$ cat src/hdl/rvv_decode_pkg.sv
package rvv_decode_pkg;

  localparam int NUM_DE_UOP      = 2;
  localparam int UOP_INDEX_WIDTH = 3;
  localparam int REG_INDEX_WIDTH = 5;
  localparam int XLEN            = 32;
  localparam int IMM_WIDTH       = 5;
  localparam int VSTART_WIDTH    = 7;
  localparam int EMUL_WIDTH      = 4;

  typedef enum logic [2:0] {
    OPIVV = 3'b000,
    OPFVV = 3'b001,
    OPMVV = 3'b010,
    OPIVI = 3'b011,
    OPIVX = 3'b100,
    OPFVF = 3'b101,
    OPMVX = 3'b110,
    OPCFG = 3'b111
  } funct3_e;

  // OPI funct6 codes handled by this decoder
  typedef enum logic [5:0] {
    VADD         = 6'b000000,
    VRSUB        = 6'b000011,
    VAND         = 6'b001001,
    VOR          = 6'b001010,
    VXOR         = 6'b001011,
    VRGATHER     = 6'b001100,
    VSLIDEUP     = 6'b001110,
    VSLIDEDOWN   = 6'b001111,
    VADC         = 6'b010000,
    VMADC        = 6'b010001,
    VMERGE_VMV   = 6'b010111,
    VMSEQ        = 6'b011000,
    VMSNE        = 6'b011001,
    VMSLEU       = 6'b011100,
    VMSLE        = 6'b011101,
    VMSGTU       = 6'b011110,
    VMSGT        = 6'b011111,
    VSADDU       = 6'b100000,
    VSADD        = 6'b100001,
    VSLL         = 6'b100101,
    VSMUL_VMVNRR = 6'b100111,
    VSRL         = 6'b101000,
    VSRA         = 6'b101001,
    VSSRL        = 6'b101010,
    VSSRA        = 6'b101011,
    VNSRL        = 6'b101100,
    VNSRA        = 6'b101101,
    VNCLIPU      = 6'b101110,
    VNCLIP       = 6'b101111
  } opi_funct6_e;

  // low codes follow the vsew encoding
  typedef enum logic [2:0] {
    EEW8  = 3'b000,
    EEW16 = 3'b001,
    EEW32 = 3'b010,
    EEW1  = 3'b111
  } eew_e;

  typedef enum logic [2:0] {
    LMUL1   = 3'b000,
    LMUL2   = 3'b001,
    LMUL4   = 3'b010,
    LMUL8   = 3'b011,
    LMUL1_4 = 3'b110,
    LMUL1_2 = 3'b111
  } lmul_e;

  typedef enum logic {
    ALU    = 1'b0,
    PMTRDT = 1'b1
  } exe_unit_e;

  typedef enum logic {
    VV = 1'b0,
    VX = 1'b1
  } uop_class_e;

  typedef enum logic [2:0] {
    GRP_NONE   = 3'd0,
    GRP_PLAIN  = 3'd1,
    GRP_MASK   = 3'd2,
    GRP_NARROW = 3'd3,
    GRP_MVNR   = 3'd4,
    GRP_PERM   = 3'd5
  } ari_group_e;

  typedef struct packed {
    logic                    vill;
    logic [2:0]              vsew;
    lmul_e                   vlmul;
    logic [VSTART_WIDTH-1:0] vstart;
  } vcsr_t;

  typedef struct packed {
    logic [XLEN-1:0]            pc;
    logic [5:0]                 funct6;
    logic                       vm;
    logic [REG_INDEX_WIDTH-1:0] vs2;
    logic [IMM_WIDTH-1:0]       vs1_imm;
    funct3_e                    funct3;
    logic [REG_INDEX_WIDTH-1:0] vd;
    vcsr_t                      vcsr;
  } inst_t;

  // register group counts are 1, 2, 4 or 8; 0 means no legal group
  typedef struct packed {
    ari_group_e            group;
    logic [EMUL_WIDTH-1:0] emul_vd;
    logic [EMUL_WIDTH-1:0] emul_vs2;
    logic [EMUL_WIDTH-1:0] emul_max;
    eew_e                  eew_vd;
    eew_e                  eew_vs2;
    eew_e                  eew_max;
  } ari_attr_t;

  typedef struct packed {
    logic [XLEN-1:0]            pc;
    funct3_e                    funct3;
    logic [5:0]                 funct6;
    exe_unit_e                  exe_unit;
    uop_class_e                 uop_class;
    vcsr_t                      vcsr;
    logic                       vm;
    logic                       v0_valid;
    logic [REG_INDEX_WIDTH-1:0] vd_index;
    eew_e                       vd_eew;
    logic                       vd_valid;
    logic                       vs3_valid;
    logic [REG_INDEX_WIDTH-1:0] vs1_index;
    eew_e                       vs1_eew;
    logic                       vs1_valid;
    logic [REG_INDEX_WIDTH-1:0] vs2_index;
    eew_e                       vs2_eew;
    logic                       vs2_valid;
    logic [XLEN-1:0]            rs1_data;
    logic                       rs1_valid;
    logic [UOP_INDEX_WIDTH-1:0] uop_index;
    logic                       last_uop;
  } uop_t;

endpackage

$ cat src/hdl/ari_attr_lookup.sv
`timescale 1ns/1ps

module ari_attr_lookup
  import rvv_decode_pkg::*;
(
  input  inst_t     inst,
  output ari_attr_t attr
);

  opi_funct6_e           funct6;
  eew_e                  sew;
  logic [EMUL_WIDTH-1:0] lmul_regs;
  logic [EMUL_WIDTH-1:0] nreg_regs;
  logic [EMUL_WIDTH-1:0] narrow_vs2_regs;

  assign funct6 = opi_funct6_e'(inst.funct6);
  assign sew    = eew_e'(inst.vcsr.vsew);

  always_comb begin
    attr.group = GRP_NONE;
    if (inst.funct3 == OPIVI) begin
      case (funct6)
        VADD, VRSUB, VADC, VAND, VOR, VXOR, VSLL, VSRL, VSRA,
        VMERGE_VMV, VSADDU, VSADD, VSSRL, VSSRA:
          attr.group = GRP_PLAIN;
        VMADC, VMSEQ, VMSNE, VMSLEU, VMSLE, VMSGTU, VMSGT:
          attr.group = GRP_MASK;
        VNSRL, VNSRA, VNCLIPU, VNCLIP:
          attr.group = GRP_NARROW;
        VSMUL_VMVNRR:
          attr.group = GRP_MVNR;
        VSLIDEUP, VSLIDEDOWN, VRGATHER:
          attr.group = GRP_PERM;
        default:
          attr.group = GRP_NONE;
      endcase
    end
  end

  // fractional lmul still occupies one register
  always_comb begin
    case (inst.vcsr.vlmul)
      LMUL2:   lmul_regs = 4'd2;
      LMUL4:   lmul_regs = 4'd4;
      LMUL8:   lmul_regs = 4'd8;
      default: lmul_regs = 4'd1;
    endcase
    case (inst.vcsr.vlmul)
      LMUL1_4, LMUL1_2: narrow_vs2_regs = 4'd1;
      LMUL1:            narrow_vs2_regs = 4'd2;
      LMUL2:            narrow_vs2_regs = 4'd4;
      LMUL4:            narrow_vs2_regs = 4'd8;
      default:          narrow_vs2_regs = 4'd0;
    endcase
    // nr field of vmv<nr>r is nreg-1
    case (inst.vs1_imm[2:0])
      3'd0:    nreg_regs = 4'd1;
      3'd1:    nreg_regs = 4'd2;
      3'd3:    nreg_regs = 4'd4;
      3'd7:    nreg_regs = 4'd8;
      default: nreg_regs = 4'd0;
    endcase
  end

  always_comb begin
    attr.emul_vd  = lmul_regs;
    attr.emul_vs2 = lmul_regs;
    attr.emul_max = lmul_regs;
    attr.eew_vd   = sew;
    attr.eew_vs2  = sew;
    attr.eew_max  = sew;
    case (attr.group)
      GRP_MASK: begin
        attr.emul_vd = 4'd1;
        attr.eew_vd  = EEW1;
      end
      GRP_NARROW: begin
        attr.emul_vs2 = narrow_vs2_regs;
        attr.emul_max = narrow_vs2_regs;
        attr.eew_vs2  = (sew == EEW8) ? EEW16 : EEW32;
        attr.eew_max  = (sew == EEW8) ? EEW16 : EEW32;
      end
      GRP_MVNR: begin
        attr.emul_vd  = nreg_regs;
        attr.emul_vs2 = nreg_regs;
        attr.emul_max = nreg_regs;
      end
      GRP_NONE: begin
        attr.emul_vd  = '0;
        attr.emul_vs2 = '0;
        attr.emul_max = '0;
      end
      default: ;
    endcase
  end

endmodule

$ cat src/hdl/ari_encoding_check.sv
`timescale 1ns/1ps

module ari_encoding_check
  import rvv_decode_pkg::*;
(
  input  inst_t     inst,
  input  ari_attr_t attr,
  output logic      encoding_ok
);

  opi_funct6_e                funct6;
  logic [REG_INDEX_WIDTH-1:0] vd_mask;
  logic [REG_INDEX_WIDTH-1:0] vs2_mask;
  logic                       group_ok;
  logic                       align_ok;
  logic                       overlap;

  assign funct6 = opi_funct6_e'(inst.funct6);

  // low index bits that must be zero for an aligned group
  assign vd_mask  = REG_INDEX_WIDTH'(attr.emul_vd - 4'd1);
  assign vs2_mask = REG_INDEX_WIDTH'(attr.emul_vs2 - 4'd1);

  assign overlap = (inst.vd & ~vs2_mask) == (inst.vs2 & ~vs2_mask);

  always_comb begin
    group_ok = 1'b0;
    case (attr.group)
      GRP_PLAIN: begin
        if (funct6 == VADC) begin
          group_ok = !inst.vm && (inst.vd != '0);
        end else if (funct6 == VMERGE_VMV) begin
          // vmv.v.i form leaves vs2 as zero
          group_ok = !inst.vm || (inst.vs2 == '0);
        end else begin
          group_ok = 1'b1;
        end
      end
      GRP_MASK:
        group_ok = 1'b1;
      GRP_NARROW:
        // only sew8 and sew16 have a wider source
        group_ok = (inst.vcsr.vsew == 3'b000) || (inst.vcsr.vsew == 3'b001);
      GRP_MVNR:
        group_ok = inst.vm && (inst.vs1_imm[4:3] == 2'b00);
      GRP_PERM: begin
        if (funct6 == VSLIDEUP || funct6 == VRGATHER) begin
          group_ok = !overlap;
        end else begin
          group_ok = 1'b1;
        end
      end
      default:
        group_ok = 1'b0;
    endcase
  end

  assign align_ok = ((inst.vd & vd_mask) == '0) && ((inst.vs2 & vs2_mask) == '0);

  // emul_max of 0 covers bad nreg codes and lmul8 narrowing
  assign encoding_ok = group_ok && align_ok && (attr.emul_max != '0);

  // unclassified opcodes carry no register group, so they cannot pass
  always_comb begin
    assert final (!(attr.group == GRP_NONE && attr.emul_max != '0))
      else $error("unclassified funct6 %h has a register group", inst.funct6);
  end

endmodule

$ cat src/hdl/uop_index_seq.sv
`timescale 1ns/1ps

module uop_index_seq
  import rvv_decode_pkg::*;
(
  input  logic                       clk,
  input  logic                       reset,
  input  logic                       inst_valid,
  input  logic [VSTART_WIDTH-1:0]    vstart,
  input  eew_e                       eew_max,
  input  logic                       encoding_ok,
  input  logic                       last_emitted,
  output logic [UOP_INDEX_WIDTH-1:0] uop_index_start,
  output logic [UOP_INDEX_WIDTH-1:0] uop_vstart,
  output logic                       inst_pop,
  output logic                       inst_illegal
);

  // index of the first uop not yet handed out
  logic [UOP_INDEX_WIDTH-1:0] remain;

  always_comb begin
    case (eew_max)
      EEW8:    uop_vstart = vstart[4 +: UOP_INDEX_WIDTH];
      EEW16:   uop_vstart = vstart[3 +: UOP_INDEX_WIDTH];
      EEW32:   uop_vstart = vstart[2 +: UOP_INDEX_WIDTH];
      default: uop_vstart = '0;
    endcase
  end

  assign uop_index_start = (uop_vstart >= remain) ? uop_vstart : remain;

  assign inst_pop     = inst_valid && (last_emitted || !encoding_ok);
  assign inst_illegal = inst_valid && !encoding_ok;

  always_ff @(posedge clk) begin
    if (reset) begin
      remain <= '0;
    end else if (inst_pop) begin
      remain <= '0;
    end else if (inst_valid && encoding_ok && !last_emitted) begin
      remain <= uop_index_start + UOP_INDEX_WIDTH'(NUM_DE_UOP);
    end
  end

  // upstream keeps the instruction until its last uops leave
  a_remain_held: assert property (
    @(posedge clk) disable iff (reset)
    (remain != '0) |-> inst_valid
  ) else $error("instruction dropped with %0d uops pending", remain);

endmodule

$ cat src/hdl/uop_builder.sv
`timescale 1ns/1ps

module uop_builder
  import rvv_decode_pkg::*;
(
  input  logic                       inst_valid,
  input  inst_t                      inst,
  input  ari_attr_t                  attr,
  input  logic                       encoding_ok,
  input  logic [UOP_INDEX_WIDTH-1:0] uop_index_start,
  input  logic [UOP_INDEX_WIDTH-1:0] uop_vstart,
  output logic [NUM_DE_UOP-1:0]      uop_valid,
  output uop_t [NUM_DE_UOP-1:0]      uop,
  output logic                       last_emitted
);

  opi_funct6_e                                funct6;
  logic [NUM_DE_UOP-1:0][UOP_INDEX_WIDTH:0]   uop_index_cur;
  logic [NUM_DE_UOP-1:0]                      uop_last;
  logic [XLEN-1:0]                            imm_sext;
  logic [XLEN-1:0]                            imm_shift;
  logic [XLEN-1:0]                            imm_clip;
  logic [XLEN-1:0]                            imm_zext;
  logic [2:0]                                 vstart_shift;
  logic [REG_INDEX_WIDTH-1:0]                 vd_grp_mask;

  // shift amount uses log2(eew) bits of the immediate
  function automatic logic [IMM_WIDTH-1:0] shamt_mask(eew_e eew);
    case (eew)
      EEW8:    shamt_mask = 5'b00111;
      EEW16:   shamt_mask = 5'b01111;
      default: shamt_mask = 5'b11111;
    endcase
  endfunction

  assign funct6    = opi_funct6_e'(inst.funct6);
  assign imm_sext  = {{(XLEN-IMM_WIDTH){inst.vs1_imm[IMM_WIDTH-1]}}, inst.vs1_imm};
  assign imm_shift = XLEN'(inst.vs1_imm & shamt_mask(attr.eew_vd));
  assign imm_clip  = XLEN'(inst.vs1_imm & shamt_mask(attr.eew_vs2));
  assign imm_zext  = XLEN'(inst.vs1_imm);

  assign vstart_shift = (attr.eew_max == EEW8)  ? 3'd4 :
                        (attr.eew_max == EEW16) ? 3'd3 : 3'd2;

  assign vd_grp_mask = REG_INDEX_WIDTH'(attr.emul_vd - 4'd1);

  always_comb begin
    for (int i = 0; i < NUM_DE_UOP; i++) begin
      uop_index_cur[i] = {1'b0, uop_index_start} + (UOP_INDEX_WIDTH+1)'(i);
      uop_valid[i]     = inst_valid && encoding_ok &&
                         ({1'b0, uop_index_cur[i]} < {1'b0, attr.emul_max});
      uop_last[i]      = {1'b0, uop_index_cur[i]} == ({1'b0, attr.emul_max} - 5'd1);
    end
  end

  assign last_emitted = |(uop_valid & uop_last);

  always_comb begin
    for (int i = 0; i < NUM_DE_UOP; i++) begin
      uop[i].pc        = inst.pc;
      uop[i].funct3    = inst.funct3;
      uop[i].funct6    = inst.funct6;
      uop[i].exe_unit  = (attr.group == GRP_PERM) ? PMTRDT : ALU;
      uop[i].uop_class = (funct6 == VMADC) ? VV : VX;
      uop[i].vcsr      = inst.vcsr;
      uop[i].vm        = inst.vm;
      uop[i].v0_valid  = (funct6 == VADC || funct6 == VMADC) && !inst.vm;
      uop[i].vs3_valid = attr.group == GRP_MASK;
      uop[i].vd_index  = inst.vd + REG_INDEX_WIDTH'(uop_index_cur[i][UOP_INDEX_WIDTH-1:0]);
      uop[i].vd_eew    = attr.eew_vd;
      uop[i].vd_valid  = attr.group != GRP_NONE;
      uop[i].vs1_index = '0;
      uop[i].vs1_eew   = EEW8;
      uop[i].vs1_valid = 1'b0;
      uop[i].vs2_index = inst.vs2 + REG_INDEX_WIDTH'(uop_index_cur[i][UOP_INDEX_WIDTH-1:0]);
      uop[i].vs2_eew   = attr.eew_vs2;
      uop[i].vs2_valid = attr.group != GRP_NONE;
      uop[i].rs1_valid = attr.group != GRP_NONE;
      uop[i].uop_index = uop_index_cur[i][UOP_INDEX_WIDTH-1:0];
      uop[i].last_uop  = uop_last[i];

      case (funct6)
        VSLL, VSRL, VSRA, VNSRL, VNSRA, VSSRL, VSSRA: uop[i].rs1_data = imm_shift;
        VNCLIPU, VNCLIP:                              uop[i].rs1_data = imm_clip;
        VSLIDEUP, VSLIDEDOWN, VRGATHER:               uop[i].rs1_data = imm_zext;
        VSMUL_VMVNRR:                                 uop[i].rs1_data = '0;
        default:                                      uop[i].rs1_data = imm_sext;
      endcase

      case (attr.group)
        GRP_MASK:
          uop[i].vd_index = inst.vd;
        GRP_NARROW:
          // two source registers fold into one destination
          uop[i].vd_index = inst.vd +
                            REG_INDEX_WIDTH'(uop_index_cur[i][UOP_INDEX_WIDTH-1:1]);
        GRP_MVNR: begin
          // whole-register move runs as vmv.v.v per register
          uop[i].funct3    = OPIVV;
          uop[i].funct6    = VMERGE_VMV;
          uop[i].vs1_index = uop[i].vs2_index;
          uop[i].vs1_eew   = attr.eew_vs2;
          uop[i].vs1_valid = 1'b1;
          uop[i].vs2_index = '0;
          uop[i].vs2_valid = 1'b0;
          uop[i].rs1_valid = 1'b0;
        end
        default: ;
      endcase

      // only the uop holding vstart keeps it, the rest start at their boundary
      if (uop_index_cur[i] != {1'b0, uop_vstart}) begin
        uop[i].vcsr.vstart = VSTART_WIDTH'(uop_index_cur[i][UOP_INDEX_WIDTH-1:0]) <<
                             vstart_shift;
      end
    end
  end

  // each valid uop writes inside the aligned vd group
  always_comb begin
    for (int i = 0; i < NUM_DE_UOP; i++) begin
      if (uop_valid[i]) begin
        assert final ((uop[i].vd_index & ~vd_grp_mask) == inst.vd)
          else $error("slot %0d vd_index %0d outside group of v%0d", i,
                      uop[i].vd_index, inst.vd);
      end
    end
  end

endmodule

$ cat src/hdl/rvv_decode_ari.sv
`timescale 1ns/1ps

module rvv_decode_ari
  import rvv_decode_pkg::*;
(
  input  logic                             clk,
  input  logic                             reset,
  input  logic                             inst_valid,
  input  inst_t                            inst,
  output logic [NUM_DE_UOP-1:0]            uop_valid,
  output uop_t [NUM_DE_UOP-1:0]            uop,
  output logic                             inst_pop,
  output logic                             inst_illegal
);

  ari_attr_t                  attr;
  logic                       encoding_ok;
  logic                       last_emitted;
  logic [UOP_INDEX_WIDTH-1:0] uop_index_start;
  logic [UOP_INDEX_WIDTH-1:0] uop_vstart;

  ari_attr_lookup u_attr (
    .inst (inst),
    .attr (attr)
  );

  ari_encoding_check u_check (
    .inst        (inst),
    .attr        (attr),
    .encoding_ok (encoding_ok)
  );

  uop_index_seq u_seq (
    .clk             (clk),
    .reset           (reset),
    .inst_valid      (inst_valid),
    .vstart          (inst.vcsr.vstart),
    .eew_max         (attr.eew_max),
    .encoding_ok     (encoding_ok),
    .last_emitted    (last_emitted),
    .uop_index_start (uop_index_start),
    .uop_vstart      (uop_vstart),
    .inst_pop        (inst_pop),
    .inst_illegal    (inst_illegal)
  );

  uop_builder u_build (
    .inst_valid      (inst_valid),
    .inst            (inst),
    .attr            (attr),
    .encoding_ok     (encoding_ok),
    .uop_index_start (uop_index_start),
    .uop_vstart      (uop_vstart),
    .uop_valid       (uop_valid),
    .uop             (uop),
    .last_emitted    (last_emitted)
  );

endmodule

$ cat config.mk
export PLATFORM = sky130hd
export DESIGN_NAME = rvv_decode_ari
export DESIGN_NICKNAME = d
export VERILOG_FILES = /design/src/hdl/rvv_decode_pkg.sv /design/src/hdl/ari_attr_lookup.sv /design/src/hdl/ari_encoding_check.sv /design/src/hdl/uop_index_seq.sv /design/src/hdl/uop_builder.sv /design/src/hdl/rvv_decode_ari.sv
export SDC_FILE = /design/constraint.sdc
export NUM_CORES = 1
export LEC_CHECK = 0
export BUFFER_PORTS_ARGS = -buffer_cell sky130_fd_sc_hd__buf_2
export CORE_AREA = 2 2 128 130
export CTS_BUF_LIST = sky130_fd_sc_hd__clkbuf_4 sky130_fd_sc_hd__clkbuf_8 sky130_fd_sc_hd__clkbuf_16
export DETAILED_ROUTE_END_ITERATION = 7
export DIE_AREA = 0 0 130 132
export HOLD_SLACK_MARGIN = 0.05
export SYNTH_ARGS = -nofsm -noshare
export SYNTH_HDL_FRONTEND = slang
export SYNTH_SLANG_ARGS = --single-unit
$ cat constraint.sdc
create_clock -name clk -period 6.03 [get_ports clk]
set_input_delay 0.603 -clock clk [delete_from_list [all_inputs] [get_ports clk]]
set_output_delay 0.603 -clock clk [all_outputs]
set_load 0.01 [all_outputs]
==> impl_metrics.yaml <==
status:
  outcome: "completed"
floorplan:
  rows: 46
  fp.dieH_um: 132
  initial_utilization: 0.278
  die_w_um: 130
  core_area_um2: 15700
  ios: 326
  dieArea_um2: 17200
detailed_routing:
  drc: 0
  initialDrtViolationCount: 252
  drtAntennaViolNets: 0
  wl_per_cell_um: 17.1
  firstDrtPassIters: 6
  route.final.wire_length_mm: 15.5
  vias_per_cell: 4.88
  vias: 4446
finish:
  nFillCells: 1784
  nets: 804
  n_antenna_cell: 0
  multi_input_area_um2: 2960
  largest_register: "u_seq.remain"
  register_area_um2: 60.1
  area_growth_pct: 10.3
  largest_reg_flops: 3
  top_regs: "u_seq.remain x3"
  fin_cells: 911
  drive_above_1_share: 0.445
  fin_util: 0.307
critical_path:
  crit_required_ns: 5.43
  start_kind: "input port"
  crit_chain: "buf_2, nand2b_1, o32a_2, a21oi_4, nand2_1, mux2_1, nand3_2, ha_1, a21o_1, a21oi_2, nor4_2, or2_2, inv_2, ha_2, ha_1, nor2b_1, o21ai_0, nand2b_1, a21oi_2, nor4bb_4, a31oi_1, a21oi_1, buf_2"
  cp_slowest_stage_delay_ns: 0.44
  crit_family: "compound AO/OA/AOI/OAI gates"
  cp.arrival_ns: 5.18
  crit_type: "input port to output pin"
  end_kind: "output pin"
  critPathBufInv: 3
  crit_path_top_delay_cell: "o32a_2"
  crit_path_max_fanout: 11
timing:
  fmax_ghz: 0.173
  rsz0062_at_grt: "yes"
  worst_pin_slew_ns: 0.862
  fin_setup_tns_ns: 0
  finalCriticalPeriod_ns: 5.78
  max-slew-margin-rel: 0.422
  finalMaxSlewViolations: 0
  skew_ns: 0.000812
  finalCritPeriodShare: 0.958
  final_hold_viol_count: 0
  finalSetupViolations: 0
placed_design:
  dp_hpwl_mm: 13.1
  gp_congestion: 0.937
  numPlacedInstances: 905
  io_buffers: 226
synth:
  ys_ff_latch: 3
  syn_area_um2: 4370
  syn_inst: 626
  synthArstFlopShare: 0
  synth_xor_area_frac: 0.0733
  yosys_warnings: 0
  avgSynthCellArea_um2: 6.98
  syn_nets: 734
  synthMuxAreaShare: 0.0372
  yosys.area_share.simple: 0.257
  synth_top_family_by_area: "buffers and inverters"
  ys_seq_area_frac: 0.0137
  post-synth-top-area-cell: "buf_4"
  synth_commonest_cells: "168 x buf_4, 55 x nor2_1, 41 x nand2_1"
  synth_top_area_frac: 0.289
  synth_cell_type_count: 76
  yosysMostFrequentCell: "buf_4"
  synth_flop_cell: "dfxtp_1"
  synth_edf_count: 0
  synthTopCellsByArea: "buf_4 29%, ha_1 8.6%, nor2_1 4.7%, xnor2_1 4.2%, nand2_1 3.5%"
  yosys.area_share.adder: 0.104
  synth_compound_area_frac: 0.180
global_route:
  grt_max_degree: 55
  grt_pass1_vias: 4038
  grt-ovfl-total: 0
  track_usage: 0.167
  antenna_found_initial: 0
  grt_pass1_wl_mm: 22.9
clocking:
  cts-root-buf: "clkbuf_16"
  clk_pin_slew_ns: 0.03
  htreeDepth: 1
  cts_tree: "built"
  cts_sinks: 3
  cts_made_buffers: 3
  clockBufferDepth: 2
  clk_latency_ns: 0.22
worst_hold_path:
  hold_path_class: "register to register"
pwr:
  p_leak_nw: 2.44
  power.density_nw_per_um2: 144
  irDropWorstVdd_mv: 0.0806
job:
  maxCapViolCount: 0
-- final timing paths --
kind	start	slack [ns]	depth (start not counted)	end
min	u_seq.remain[2]	0.49	1	u_seq.remain[2]
max	inst[38]	0.25	23	inst_pop
min reg2reg	u_seq.remain[2]	0.49	1	u_seq.remain[2]
max reg2reg	u_seq.remain[0]	2.41	16	u_seq.remain[0]
-- through the flow --
stage                     total power [mW]  instance area, µm²  setup slack, ns  hold slack [ns]
after floorplan                      0.457                4390          0.00495            0.442
after detailed placement             0.573                4630           0.0430            0.476
after CTS                            0.688                4710           0.0134            0.488
after global routing                 0.763                4820          -0.0337            0.535
final                                0.697                4820            0.251            0.486
after global placement               0.574                4630            0.186            0.470
-- final cells by class --
class	count	area share
tap	216	0.0560
sequential	3	0.0125
clock buffer	4	0.0171
timing repair buffer	255	0.280
multi-input combinational	407	0.614
inverter	26	0.0205
-- placed cells by master (no fill, tap or decap), drive strengths merged, types with 16 or more instances in the layout --
master	instances
nor2	56
and2	16
nand2	41
xnor2	21
inv	23
nand3	18
ha	30
buf	254
o21ai	25
a21oi	26
-- metal layers --
layer | global-route usage | wire, µm | vias to the layer above
met5 | 0 | 0 | -
met4 | 0.0388 | 420 | 0
met3 | 0.0321 | 1070 | 47
met2 | 0.288 | 7370 | 228
met1 | 0.214 | 6680 | 2035
li1 | - | - | 2136
-- power by group --
part           internal, mW  switching, mW
Sequential           0.0200   0.0000000551
Clock                0.0916         0.0171
Combinational         0.235          0.333
Total                 0.346          0.350
-- worst reg2reg max path: cells and delay by family (launching register included) --
family | cells | cell delay (ns)
compound gates | 6 | 1.08
fa+ha+maj | 3 | 0.89
buf+inv | 1 | 0.07
flops | 1 | 0.46
simple gates | 6 | 1.00
-- repair_timing --
action,CTS,global route
setup buffers,0,2
resized for setup,0,21
endpoints found under the setup margin,0,12
hold buffers,0,0
hold endpoints to repair,0,0
-- logic make-up after synthesis --
| family | count (synthesis) |
|---|---|
| mux | 15 |
| xor+xnor | 35 |
| simple gates | 209 |
| fa+ha+maj | 34 |
| compound gates | 114 |
| buf+inv | 216 |
| flops | 3 |
No activity file was read; power rests on OpenSTA's default activity.
